File: src/source/board_pkg.sv
`default_nettype none

package board_pkg;

    // Timing values scaled down so a simulation finishes quickly
    localparam logic [3:0] clks_per_bit   = 4'd8;  // Clocks per serial bit
    localparam logic [2:0] sample_cnt_max = 3'd4;  // Clocks between debounce samples
    localparam logic [1:0] pulse_cnt_max  = 2'd3;  // Steady high samples for a press

    // Command opcodes, 00 and 11 are ignored
    localparam logic [1:0] op_read  = 2'b01;
    localparam logic [1:0] op_write = 2'b10;

    // Write view of a command byte
    typedef struct packed {
        logic [1:0] op;
        logic [5:0] led_val;  // New LED value for csr byte 0
    } write_cmd_t;

    // Read view of a command byte
    typedef struct packed {
        logic [1:0] op;
        logic [3:0] rsvd;     // Don't care
        logic [1:0] sel;      // Which csr byte to send back
    } read_cmd_t;

    // One received byte, seen either way
    typedef union packed {
        write_cmd_t wr;
        read_cmd_t  rd;
    } cmd_t;

endpackage

`default_nettype wire

File: src/source/byte_if.sv
`timescale 1ns/1ns
`default_nettype none

// Byte traffic between the UART and the command unit
interface byte_if;

    logic [7:0] rx_data;   // Received byte, good while rx_valid is high
    logic       rx_valid;  // One clock per good frame
    logic [7:0] tx_data;   // Byte to send
    logic       tx_start;  // One clock, only while tx_busy is low
    logic       tx_busy;   // Frame in flight

    modport uart_side (
        output rx_data, rx_valid, tx_busy,
        input  tx_data, tx_start
    );

    modport host_side (
        input  rx_data, rx_valid, tx_busy,
        output tx_data, tx_start
    );

endinterface

`default_nettype wire

File: src/source/button_parser.sv
`timescale 1ns/1ns
`default_nettype none

module button_parser import board_pkg::*; #(
    parameter int width = 4
) (
    input  logic             clk,
    input  logic             rst_n,
    input  logic [width-1:0] in,   // Raw button levels
    output logic [width-1:0] out   // One pulse per press
);

    logic [width-1:0] in_meta;     // First synchronizer stage
    logic [width-1:0] in_sync;     // Safe to use from here on
    logic [2:0]       sample_cnt;
    logic             tick;

    // Two flop synchronizer
    always_ff @(posedge clk or negedge rst_n) begin
        if (!rst_n) begin
            in_meta <= '0;
            in_sync <= '0;
        end else begin
            in_meta <= in;
            in_sync <= in_meta;
        end
    end

    // Sample tick shared by all buttons
    always_ff @(posedge clk or negedge rst_n) begin
        if (!rst_n) begin
            sample_cnt <= '0;
        end else if (tick) begin
            sample_cnt <= '0;
        end else begin
            sample_cnt <= sample_cnt + 3'd1;
        end
    end

    assign tick = (sample_cnt == sample_cnt_max - 3'd1);

    for (genvar i = 0; i < width; i++) begin : g_btn
        logic [1:0] steady_cnt;  // High samples in a row, saturates
        logic       fired;       // Press already reported
        logic       pulse_q;

        always_ff @(posedge clk or negedge rst_n) begin
            if (!rst_n) begin
                steady_cnt <= '0;
                fired      <= 1'b0;
                pulse_q    <= 1'b0;
            end else begin
                pulse_q <= 1'b0;                  // Pulse lasts one clock
                if (tick) begin
                    if (in_sync[i]) begin
                        if (steady_cnt != pulse_cnt_max - 2'd1)
                            steady_cnt <= steady_cnt + 2'd1;
                        // Last needed sample, report once
                        if (steady_cnt == pulse_cnt_max - 2'd1 && !fired) begin
                            pulse_q <= 1'b1;
                            fired   <= 1'b1;
                        end
                    end else begin
                        steady_cnt <= '0;         // Released, arm again
                        fired      <= 1'b0;
                    end
                end
            end
        end

        assign out[i] = pulse_q;
    end

endmodule

`default_nettype wire

File: src/source/uart.sv
`timescale 1ns/1ns
`default_nettype none

module uart import board_pkg::*; (
    input  logic clk,
    input  logic rst_n,
    input  logic serial_rx,
    output logic serial_tx,
    byte_if.uart_side bus
);

    logic       rx_pin_q;    // Pin register
    logic       rx_s;        // Synchronized RX line
    logic       rx_active;   // Inside a frame
    logic [3:0] rx_clk_cnt;
    logic [3:0] rx_bit_cnt;  // 0 start, 1 to 8 data, 9 stop
    logic [7:0] rx_shift;
    logic       rx_valid_q;
    logic       rx_sample;   // Middle of the current bit

    logic       tx_busy_q;
    logic [3:0] tx_clk_cnt;
    logic [3:0] tx_bit_cnt;
    logic [9:0] tx_shift;    // Stop, data, start
    logic       tx_line;
    logic       tx_bit_end;

    // Pin registers, idle high
    always_ff @(posedge clk or negedge rst_n) begin
        if (!rst_n) begin
            rx_pin_q  <= 1'b1;
            rx_s      <= 1'b1;
            serial_tx <= 1'b1;
        end else begin
            rx_pin_q  <= serial_rx;
            rx_s      <= rx_pin_q;
            serial_tx <= tx_line;
        end
    end

    // Half a bit for the start bit, a full bit after that
    assign rx_sample = rx_active &&
                       (rx_bit_cnt == 4'd0 ? rx_clk_cnt == (clks_per_bit >> 1) - 4'd1
                                           : rx_clk_cnt == clks_per_bit - 4'd1);

    // Receiver control
    always_ff @(posedge clk or negedge rst_n) begin
        if (!rst_n) begin
            rx_active  <= 1'b0;
            rx_clk_cnt <= '0;
            rx_bit_cnt <= '0;
            rx_valid_q <= 1'b0;
        end else begin
            rx_valid_q <= 1'b0;
            if (!rx_active) begin
                if (!rx_s) begin                   // Falling edge, maybe a start bit
                    rx_active  <= 1'b1;
                    rx_clk_cnt <= '0;
                    rx_bit_cnt <= '0;
                end
            end else if (rx_sample) begin
                rx_clk_cnt <= '0;
                if (rx_bit_cnt == 4'd0) begin
                    if (rx_s)
                        rx_active <= 1'b0;         // Glitch, not a start bit
                    else
                        rx_bit_cnt <= 4'd1;
                end else if (rx_bit_cnt == 4'd9) begin
                    rx_active  <= 1'b0;
                    rx_valid_q <= rx_s;            // Bad stop bit drops the frame
                end else begin
                    rx_bit_cnt <= rx_bit_cnt + 4'd1;
                end
            end else begin
                rx_clk_cnt <= rx_clk_cnt + 4'd1;
            end
        end
    end

    // Data bits arrive LSB first
    always_ff @(posedge clk) begin
        if (rx_sample && rx_bit_cnt != 4'd0 && rx_bit_cnt != 4'd9)
            rx_shift <= {rx_s, rx_shift[7:1]};
    end

    assign bus.rx_data  = rx_shift;
    assign bus.rx_valid = rx_valid_q;

    assign tx_bit_end = (tx_clk_cnt == clks_per_bit - 4'd1);

    // Transmitter control
    always_ff @(posedge clk or negedge rst_n) begin
        if (!rst_n) begin
            tx_busy_q  <= 1'b0;
            tx_clk_cnt <= '0;
            tx_bit_cnt <= '0;
        end else if (!tx_busy_q) begin
            if (bus.tx_start) begin
                tx_busy_q  <= 1'b1;
                tx_clk_cnt <= '0;
                tx_bit_cnt <= '0;
            end
        end else if (tx_bit_end) begin
            tx_clk_cnt <= '0;
            if (tx_bit_cnt == 4'd9)
                tx_busy_q <= 1'b0;                 // Stop bit done
            else
                tx_bit_cnt <= tx_bit_cnt + 4'd1;
        end else begin
            tx_clk_cnt <= tx_clk_cnt + 4'd1;
        end
    end

    // Frame shift register
    always_ff @(posedge clk) begin
        if (!tx_busy_q && bus.tx_start)
            tx_shift <= {1'b1, bus.tx_data, 1'b0};
        else if (tx_busy_q && tx_bit_end)
            tx_shift <= {1'b1, tx_shift[9:1]};
    end

    assign tx_line     = tx_busy_q ? tx_shift[0] : 1'b1;
    assign bus.tx_busy = tx_busy_q;

endmodule

`default_nettype wire

File: src/source/csr_unit.sv
`timescale 1ns/1ns
`default_nettype none

module csr_unit import board_pkg::*; (
    input  logic        clk,
    input  logic        rst_n,
    input  logic [3:0]  pressed,   // Press pulses from the button parser
    input  logic [1:0]  switches,
    byte_if.host_side   bus,
    output logic [31:0] csr,
    output logic [5:0]  leds
);

    cmd_t       cmd;
    logic       write_hit;
    logic       read_hit;
    logic       clear;
    logic       pend_valid;  // Reply waiting for the transmitter
    logic [7:0] pend_data;
    logic       tx_start_q;

    assign cmd = bus.rx_data;

    assign write_hit = bus.rx_valid && (cmd.wr.op == op_write);
    assign read_hit  = bus.rx_valid && (cmd.rd.op == op_read);
    assign clear     = pressed[0] & switches[1];  // Button 0 with switch 1 wipes the csr

    // csr word, LED value in byte 0 and press counts above it
    always_ff @(posedge clk or negedge rst_n) begin
        if (!rst_n) begin
            csr <= '0;
        end else if (clear) begin
            csr <= '0;
        end else begin
            if (write_hit)
                csr[7:0] <= {2'b00, cmd.wr.led_val};
            for (int i = 1; i < 4; i++) begin
                if (pressed[i])
                    csr[8*i +: 8] <= csr[8*i +: 8] + 8'd1;  // Wraps at 255
            end
        end
    end

    // One entry reply slot
    always_ff @(posedge clk or negedge rst_n) begin
        if (!rst_n) begin
            pend_valid <= 1'b0;
            tx_start_q <= 1'b0;
        end else begin
            tx_start_q <= 1'b0;
            if (read_hit) begin
                pend_valid <= 1'b1;                // Newer read replaces an old one
            end else if (pend_valid && !bus.tx_busy) begin
                tx_start_q <= 1'b1;
                pend_valid <= 1'b0;
            end
        end
    end

    // Selected csr byte
    always_ff @(posedge clk) begin
        if (read_hit)
            pend_data <= csr[{cmd.rd.sel, 3'b000} +: 8];
    end

    assign bus.tx_data  = pend_data;
    assign bus.tx_start = tx_start_q;

    // Switch 0 shows the button 1 count instead of the written value
    assign leds = switches[0] ? csr[13:8] : csr[5:0];

endmodule

`default_nettype wire

File: src/source/board_top.sv
`timescale 1ns/1ns
`default_nettype none

module board_top (
    input  logic        clk,
    input  logic        rst_n,
    input  logic [3:0]  buttons,
    input  logic [1:0]  switches,
    input  logic        serial_rx,
    output logic        serial_tx,
    output logic [5:0]  leds,
    output logic [31:0] csr        // Routed out for observation
);

    logic [3:0] buttons_pressed;   // One clock per debounced press

    byte_if bus ();                // UART to command unit

    button_parser #(
        .width(4)
    ) bp (
        .clk   (clk),
        .rst_n (rst_n),
        .in    (buttons),
        .out   (buttons_pressed)
    );

    uart uart (
        .clk       (clk),
        .rst_n     (rst_n),
        .serial_rx (serial_rx),
        .serial_tx (serial_tx),
        .bus       (bus)
    );

    csr_unit csr_ctl (
        .clk      (clk),
        .rst_n    (rst_n),
        .pressed  (buttons_pressed),
        .switches (switches),
        .bus      (bus),
        .csr      (csr),
        .leds     (leds)
    );

endmodule

`default_nettype wire

File: config.mk
export PLATFORM = sky130hd
export DESIGN_NAME = board_top
export DESIGN_NICKNAME = d
export VERILOG_FILES = /design/src/source/board_pkg.sv /design/src/source/byte_if.sv /design/src/source/button_parser.sv /design/src/source/uart.sv /design/src/source/csr_unit.sv /design/src/source/board_top.sv
export SDC_FILE = /design/constraint.sdc
export NUM_CORES = 1
export LEC_CHECK = 0
export ABC_AREA = 0
export BUFFER_PORTS_ARGS = -buffer_cell sky130_fd_sc_hd__buf_2
export CORE_ASPECT_RATIO = 1.25
export CORE_UTILIZATION = 40
export CTS_CLUSTER_SIZE = 16
export DETAILED_ROUTE_END_ITERATION = 10
export PLACE_DENSITY = 0.59
export REMOVE_ABC_BUFFERS = 1
export SYNTH_ARGS = -nofsm -noshare
export SYNTH_HDL_FRONTEND = slang
export SYNTH_SLANG_ARGS = --single-unit
File: constraint.sdc
create_clock -name clk -period 5.5 [get_ports clk]
set_input_delay 0.275 -clock clk [delete_from_list [all_inputs] [get_ports clk]]
set_output_delay 0.275 -clock clk [all_outputs]
set_load 0.03 [all_outputs]
Word level (Yosys, flattened, before mapping)
Cells that the tools add are included.
{ "classes": {"muxes": 70, "n_shift": 1, "bitwise_logic": 1, "n_eq_ne": 31, "n_reduce_logical": 36, "addsub": 12} }
{ "op_table": {"columns": ["cell", "count"], "rows": [
  ["$mux 4", 14],
  ["$mux 1", 39],
  ["$ne 2x2->1 const B", 17],
  ["$mux 32", 1],
  ["$mux 8", 4],
  ["$shiftx 32x6->8", 1],
  ["$add 8x1->8 const B", 3],
  ["$mux 9", 2],
  ["$add 4x1->4 const B", 4],
  ["$mux 2", 8],
  ["$reduce_and 2->1", 8],
  ["$reduce_bool 2->1", 7],
  ["$logic_and 1x1->1", 12],
  ["$eq 2x2->1 const B", 5],
  ["$add 2x1->2 const B", 4],
  ["$eq 4x3->1 const B", 2],
  ["$eq 4x4->1 const B", 2],
  ["$mux 6", 1],
  ["$logic_not 1->1", 5],
  ["$eq 4x2->1 const B", 1],
  ["$logic_not 4->1", 1],
  ["$ne 4x4->1 const B", 1],
  ["$reduce_and 4->1", 1],
  ["$reduce_bool 4->1", 1],
  ["other kinds (7)", 7]
]} }
{ "word_totals": {"reg_bits": 108} }

Longest topological paths before layout
Gate-level depths: netlist of the first run.
{ "logic_depth": {"depth_word": 5, "mapped_depth": 6, "mapped_depth_nobuf": 6} }

By module
From an unflattened synthesis of the first run, not the netlist that was laid out.
{ "hier_totals": {"hier_cells": 391, "hier_area_um2": 4815.9} }
{ "modules_own_cells": {"columns": ["mod", "n_inst", "area_each_um2", "cells_per_inst"], "rows": [
  ["csr_unit", 1, 1989.4, 168],
  ["uart", 1, 1760.4, 138],
  ["button_parser", 1, 1066.0, 85]
]} }

Least setup slack after synthesis of the first run
OpenSTA, ideal clock, no wires.
{ "synth_timing": {"path_type": "reg2reg", "startpoint": "register uart.rx_bit_cnt[0]", "endpoint": "register uart.rx_shift[0] (netlist: uart.bus.rx_data[0]), enable pin", "setup_slack_ns": 3.345, "required_ns": 5.105, "setup_time_ns": 0.395, "t_arrival_ns": 1.760, "path_buffers": 0, "stages_incl_launch_ff": 5, "path_cell_list": "dfrtp_1 > inv_1 > ha_1 > nor3b_2 > nor4_1"} }
{ "synth_via": {"elab_chain_cells": 5, "word_cells_on_any_way": 7, "classes_between": "eq/ne: 1; mux: 1; reduce/logical: 5"} }
{ "synth_rtl": {"columns": ["element", "line_no", "rtl"], "rows": [
  ["start, declared", "uart.sv:16", "logic [3:0] rx_bit_cnt;"],
  ["start signal, assigned", "uart.sv:72", "rx_bit_cnt <= rx_bit_cnt + 4'd1;"],
  ["$logic_not 4->1", "uart.sv:43", "(rx_bit_cnt == 4'd0 ? rx_clk_cnt == (clks_per_bit >> 1) - 4'd1"],
  ["$mux 1", "uart.sv:43", null],
  ["$logic_and 1x1->1", "uart.sv:42", "assign rx_sample = rx_active &&"],
  ["$logic_and 1x1->1", "uart.sv:82", "if (rx_sample && rx_bit_cnt != 4'd0 && rx_bit_cnt != 4'd9)"],
  ["$logic_and 1x1->1 *", "uart.sv:82", null],
  ["end signal, assigned", "uart.sv:83", "rx_shift <= {rx_s, rx_shift[7:1]};"],
  ["end, declared", "uart.sv:17", "logic [7:0] rx_shift;"]
]} }
Mark *: on every way between the ends. The rest lies on a longest branch, timed or not.
A chain may end at the register's enable or synchronous reset.

Worst setup path in the final report of the first run
{ "layout_timing": {"startpoint": "register uart.rx_bit_cnt[0]", "endpoint": "register uart.rx_bit_cnt[1]"} }
{ "layout_via": {"elab_chain_cells": 5, "word_cells_on_any_way": 13, "classes_between": "add/sub: 1; eq/ne: 4; mux: 5; reduce/logical: 3"} }
{ "layout_rtl": {"columns": ["element", "line_no"], "rows": [
  ["$add 4x1->4 or $logic_not 4->1 (tied branches)", "uart.sv:72, uart.sv:43, uart.sv:63"],
  ["$mux 4 or $mux 1 (tied branches)", "uart.sv:68, uart.sv:43"],
  ["$mux 4 or $logic_and 1x1->1 (tied branches)", "uart.sv:63, uart.sv:42"],
  ["$mux 4 or $ne 2x2->1 (tied branches)", null],
  ["$mux 4 or $reduce_and 4->1 (tied branches)", null]
]} }
Parallel ways exist; a longest one is shown, timed or not. The select of a mux whose other input is x is not followed.

==> results.cfg, run 1 <==
[clock_network]
insertion_delay_ns = 0.34
cts_tree = yes
cts_sinks = 106
cts_buffer_depth = 2
cts_root_buf = clkbuf_16
h-tree-depth = 3
cts_setup_buffers = 0
clk_pin_slew_ns = 0.06
numCtsBuffers = 9

[synth]
yosys.cell_count.top_type = dfrtp_1
synth-seq-cells = 106
syn_inst = 396
yosys_warnings = 0
synth_edf_count = 24
async_flop_share_pct = 76.4
synth_cell_type_count = 47
yosys.area.top_type_share_pct = 41.4
yosys-top-cells-area = dfrtp_1 (41%), edfxtp_1 (15%), ha_1 (4.0%)
synth_ff_type = dfrtp_1
yosys.area.top_type = dfrtp_1
synth.cell_area_um2 = 4720
synth_area_per_cell_um2 = 11.9
synth_common_cells = dfrtp_1 (78), nor2_1 (42), nand2_1 (32), edfxtp_1 (24), a22o_1 (18)
ys_seq_area_share_pct = 58.8

[timing]
rsz0062_at_grt = no
layout_min_cycle_time_ns = 2.05
setup_violations = 0
timing_hold_violations_final = 0
tns_ns = 0
fin_ws_ns = 3.45
skew_ns = 0.00725
max_freq_ghz = 0.488
finalMaxSlewViolations = 0
slew_headroom_pct = 24.8
period_share_pct = 37.3
worst_pin_slew_ns = 1.13

[power_and_ir_drop]
total_power_uw = 2730
pwr_density_cell_nw_per_um2 = 514
vdd_drop_max_v = 0.000177
power.leakage_uw = 0.00225

[global_routing]
overflow = 0
grtUsageTotal_pct = 16.2
grt_pass1_wl_um = 15100
antenna_found_initial = 0
grt_max_degree = 61
first_global_vias = 2961

[finish]
drive_above_1_share_pct = 17.7
final_cell_area_um2 = 5320
antenna_cells = 0
final_nets = 460
multi_input_area_um2 = 1830
area_growth_pct = 12.8
fill_cells = 1054
seqCellArea_um2 = 2770

[route]
drc = 0
vias = 3097
firstDrtPassIters = 4
drtIter0Drc = 120
ant_nets = 0
vias_per_cell = 5.35
wire_per_inst_um = 15.8
totalWireLength_um = 9140

[floorplanning]
core_area_um2 = 11600
start_util_pct = 40.8
rows = 44
die_area_um2 = 12200
dieWidth_um = 99.1
ios = 48
die_height_um = 123

[worst_setup_path]
cp-start-kind = flip-flop
worstSetupPathType = reg -> reg
cp_data_arrival_time_ns = 2.27
worst-path-max-fanout = 7
worstSetupEndpointType = flip-flop
worstPathRequired_ns = 5.73

[min_path]
hold_class = in -> reg

[status]
status = finished, final reports clean

[place]
hpwl_um = 6340
pre_cts_slack_ns = 3.50
placed_area_um2 = 5050
io_buffers = 45
gp_congestion = 0.752

[job]
cap_viol_max_count = 0
-- power by group --
group / total [µW] / switching (µW) / leakage (µW) / internal (µW)
Clock: 572 / 266 / 0.000121 / 306
Combinational: 897 / 549 / 0.000939 / 348
Sequential: 1260 / 262 / 0.00119 / 1000
-- per-layer routing --
| layer | up-vias | track usage (%) | share of wire, % |
|---|---|---|---|
| li1 | 1504 | - | - |
| met1 | 1511 | 20.6 | 44 |
| met2 | 72 | 26.9 | 50 |
| met3 | 10 | 3.34 | 4.6 |
| met4 | 0 | 7.44 | 1.9 |
| met5 | - | 0 | 0 |
-- sequential cells by signal, summed over array words and instances (netlist names), 3 cells and up --
name,cells
bp.g_btn.pulse_q,4
uart.tx_clk_cnt,4
uart.tx_shift,9
uart.rx_bit_cnt,4
uart.rx_clk_cnt,4
bp.g_btn.steady_cnt,8
uart.bus.rx_data,8
bp.in_sync,4
bp.sample_cnt,3
csr_ctl.csr,30
bp.g_btn.fired,4
csr_ctl.bus.tx_data,8
uart.tx_bit_cnt,4
bp.in_meta,4
-- final timing paths --
check	slack [ns]	cells after the start	from	endpoint
max	3.45	6	uart.rx_bit_cnt[0]	uart.rx_bit_cnt[1]
max reg2reg	3.45	6	uart.rx_bit_cnt[0]	uart.rx_bit_cnt[1]
max in group asynchronous	4.09	3	rst_n	bp.sample_cnt[2]
min in group asynchronous	0.36	2	rst_n	csr_ctl.csr[5]
min reg2reg	0.35	0	bp.in_meta[2]	bp.in_sync[2]
min	0.03	1	serial_rx	uart.rx_pin_q
-- worst max-delay path, cell delays in order, from the launching register on --
cell	delay, ns
dfrtp_1	0.41
inv_1	0.13
ha_1	0.20
nor3b_2	0.39
mux2i_1	0.55
nand4_1	0.14
o311ai_0	0.11
-- layout make-up --
type / count / area share (%)
Sequential cell: 106 / 52.1
Multi-Input combinational cell: 262 / 34.4
Timing Repair Buffer: 48 / 4.75
Clock buffer: 13 / 4.52
Tap cell: 138 / 3.25
Inverter: 9 / 0.635
Clock inverter: 3 / 0.306
-- through the flow --
stage / hold slack [ns] / cells / utilization, %
floorplan: -0.0206 / 377 / -
global placement: 0.189 / 562 / 43.7
detailed placement: 0.190 / 562 / 43.7
CTS: 0.0182 / 579 / 46.0
global route: 0.0218 / 579 / 46.0
finish: 0.0282 / 579 / 46.0
-- kinds of logic after synthesis --
kind of cell	Yosys count	synth area share, %
multiplexers	25	7.11
AND/OR/NAND/NOR	134	14.4
buffers and inverters	29	2.49
adder cells (fa/ha/maj)	15	3.98
AO/OA/AOI/OAI	66	9.52
other	1	0.0795
flip-flops	106	58.8
XOR/XNOR	20	3.71
-- cell usage in the layout (no fill, tap or decap), types with 2 or more instances in the layout --
master      n
dfrtp_1    78
buf_2      44
nor2_1     42
nand2_1    32
edfxtp_1   24
a22o_1     18
xor2_1     17
a21oi_1    15
ha_1       15
o21ai_0    14
nand4_1    12
mux2i_1    11
or3_1      11
inv_1       9
clkbuf_16   9
mux2_2      8
o31ai_1     7
nor2b_1     6
mux4_2      6
nor3b_1     5
nand3_1     5
clkbuf_1    4
nand3b_1    3
a21o_1      3
and3_1      3
xnor2_1     3
o22ai_1     3
buf_4       3
dfstp_2     3
and4b_1     2
nand2b_1    2
and2_1      2
nor3_1      2
conb_1      2
-- repair_timing --
item / in CTS / in global routing
resized for setup: 0 / 0
hold buffers: 1 / 0
hold endpoints to repair: 20 / 0
Note: power is estimated with default switching activity, not from simulation.
==> run 2: changes to the inputs <==
--- a/config.mk
+++ b/config.mk
@@ -5,13 +5,13 @@
 export SDC_FILE = /design/constraint.sdc
 export NUM_CORES = 1
 export LEC_CHECK = 0
-export ABC_AREA = 0
+export ABC_AREA = 1
 export BUFFER_PORTS_ARGS = -buffer_cell sky130_fd_sc_hd__buf_2
 export CORE_ASPECT_RATIO = 1.25
 export CORE_UTILIZATION = 40
 export CTS_CLUSTER_SIZE = 16
 export DETAILED_ROUTE_END_ITERATION = 10
-export PLACE_DENSITY = 0.59
+export PLACE_DENSITY = 0.61
 export REMOVE_ABC_BUFFERS = 1
 export SYNTH_ARGS = -nofsm -noshare
 export SYNTH_HDL_FRONTEND = slang
==> constraint.sdc (replaced) <==
create_clock -name clk -period 1.65 [get_ports clk]
set_input_delay 0.0825 -clock clk [delete_from_list [all_inputs] [get_ports clk]]
set_output_delay 0.0825 -clock clk [all_outputs]
set_load 0.03 [all_outputs]
==> results.cfg, run 2 <==
[floorplanning]
die_area_um2 = 12500
core_area_um2 = 11700
rows = 44
start_util_pct = 41.3
die_height_um = 125
ios = 48
dieWidth_um = 100

[clock_network]
cts_tree = yes
cts_setup_buffers = 0
cts_root_buf = clkbuf_16
clk_pin_slew_ns = 0.07
insertion_delay_ns = 0.34
cts_sinks = 106
h-tree-depth = 3
numCtsBuffers = 9
cts_buffer_depth = 2

[synth]
synth_ff_type = dfrtp_1
synth_area_per_cell_um2 = 9.40
synth_xor_area_share_pct = 0.910
yosys.area.top_type = dfrtp_1
synth_top_family_by_area = simple AND/OR/NAND/NOR gates
synth.cell_area_um2 = 4810
syn_inst = 512
synth_cell_type_count = 36
synth_edf_count = 24
synth-simple-area-share_pct = 18.7
yosys.cell_count.top_type = nand2_1
ys_seq_area_share_pct = 57.6
yosys-top-cells-area = dfrtp_1 (41%), edfxtp_1 (15%), nand2_1 (7.3%)
muxShareOfSynthArea_pct = 0
synth-seq-cells = 106
synth_compound_area_share_pct = 12.7
synthAdderAreaFrac_pct = 3.90
synth_common_cells = nand2_1 (94), dfrtp_1 (78), inv_1 (62), o21ai_0 (52), nor2_1 (48)
yosys_warnings = 0
yosys.area.top_type_share_pct = 40.5
async_flop_share_pct = 76.4

[timing]
finalMaxSlewViolations = 0
layout_min_cycle_time_ns = 1.59
period_share_pct = 96.4
max_freq_ghz = 0.629
setup_violations = 0
tns_ns = 0
timing_hold_violations_final = 0
whs_ns = 0.125
rsz0062_at_grt = yes
skew_ns = 0.00694

[worst_setup_path]
cp_data_arrival_time_ns = 1.64
cp_num_buf_inv = 2
cp_slowest_cell = dfrtp_2
worstSetupPathType = reg -> reg
crit_path_max_incr_delay_ns = 0.44
worstPathRequired_ns = 1.70
worstSetupEndpointType = flip-flop
path_common_cell = nand2_2
reg2reg_from = uart.rx_bit_cnt[0]
startpoint = uart.rx_bit_cnt[0]
cp-start-kind = flip-flop
cpLargestDelayFamily = flip-flops
crit_chain = inv_1 > ha_1 > nand2_2 > nand2_2 > nand3_2 > nor3b_2 > buf_4
reg2reg_slack_ns = 0.06
worst-path-max-fanout = 8

[min_path]
hold_class = in -> async

[route]
vias_per_cell = 4.95
drtIter0Drc = 203
totalWireLength_um = 9930
vias = 3680
firstDrtPassIters = 4
wire_per_inst_um = 13.3
ant_nets = 0
drc = 0

[job]
cap_viol_max_count = 0

[place]
gp_congestion = 0.863
dpl.cell_count = 722
placed_area_um2 = 5310
hpwl_um = 7280
io_buffers = 45

[finish]
finalNonFillerCells = 744
largest-register = csr_ctl.csr
final_cell_area_um2 = 5660
area_growth_pct = 17.6
layout_common_cells = nand2_1 (93), dfrtp_1 (77), inv_1 (62), o21ai_0 (52), nor2_1 (48)
post-route-util_pct = 48.5
final_nets = 602
reg.largest.list = csr_ctl.csr: 30 flops, uart.tx_shift: 9 flops
largest_reg_flops = 30
mostFrequentLayoutCell = nand2_1
fill_cells = 1127
antenna_cells = 0
drive_above_1_share_pct = 16.0

[global_routing]
first_global_vias = 3579
grt_max_degree = 69
grt_pass1_wl_um = 16800
overflow = 0
antenna_found_initial = 0
grtUsageTotal_pct = 16.9

[power_and_ir_drop]
vdd_drop_max_v = 0.000532
power.leakage_uw = 0.00266
pwr_density_cell_nw_per_um2 = 1240

[status]
status = finished, final reports clean
==> run 2: changes by cell type in the layout (fill, tap and decap cells not counted), sizes merged, moves of 11 or more <==
cell / before / now
xor2: 17 / 3
buf: 47 / 60
inv: 9 / 63
mux2i: 11 / 0
nand2: 32 / 100
a22o: 18 / 2
o21ai: 14 / 53
or3: 11 / 0
a21oi: 15 / 30
nand3: 5 / 31
==> run 2: power breakdown <==
group          total [µW]  switching, µW  internal (µW)
Combinational        1610           1010            600
Clock                2060            942           1120
Sequential           3330            309           3020
==> run 2: logic make-up after synthesis <==
| kind of cell | after synthesis |
|---|---|
| buf+inv | 75 |
| compound gates | 105 |
| flops | 106 |
| other cells | 1 |
| xor+xnor | 5 |
| fa+ha+maj | 15 |
| simple gates | 205 |
==> run 2: worst paths after layout <==
check                                 endpoint  cells after the start
max                        uart.bus.rx_data[7]                      7
max in group asynchronous            uart.rx_s                      3
min reg2reg                      bp.in_sync[3]                      0
min                              bp.in_meta[2]                      2
min in group clk                csr_ctl.csr[5]                      4
max reg2reg                uart.bus.rx_data[7]                      7
==> run 2: repair_timing <==
action / 4_1_cts / 5_1_grt
setup endpoints to repair: 0 / 19
hold buffers: 6 / 0
resized for setup: 0 / 3
endpoints found under the hold margin: 83 / 0
==> run 2: layout make-up <==
cell class,count,area (µm²),share of cell area [%]
clock buffers,12,258,4.55
inverters,63,236,4.17
clock inverters,4,26.3,0.464
well taps,161,201,3.56
multi-input cells,332,1760,31.0
flip-flops and latches,106,2770,49.0
repair buffers,66,413,7.29
==> run 2: worst register-to-register path: stages (launching register included) <==
cell,delay [ns]
dfrtp_2,0.44
inv_1,0.10
ha_1,0.18
nand2_2,0.10
nand2_2,0.08
nand3_2,0.07
nor3b_2,0.15
buf_4,0.19
==> run 2: layer usage <==
layer | GRT usage (%) | vias up | share of wire (%)
met4 | 6.65 | 0 | 2.1
met2 | 27.6 | 69 | 49
met3 | 3.82 | 16 | 4.4
met5 | 0 | - | 0
li1 | - | 1839 | -
met1 | 21.5 | 1756 | 44
==> run 2: through the flow <==
step	power [µW]	worst slack [ns]
after floorplan	4430	-0.338
after global placement	4940	0.0626
after detailed placement	4990	0.0454
after CTS	7050	0.0278
after global routing	7370	-0.00454
final	7000	0.0601
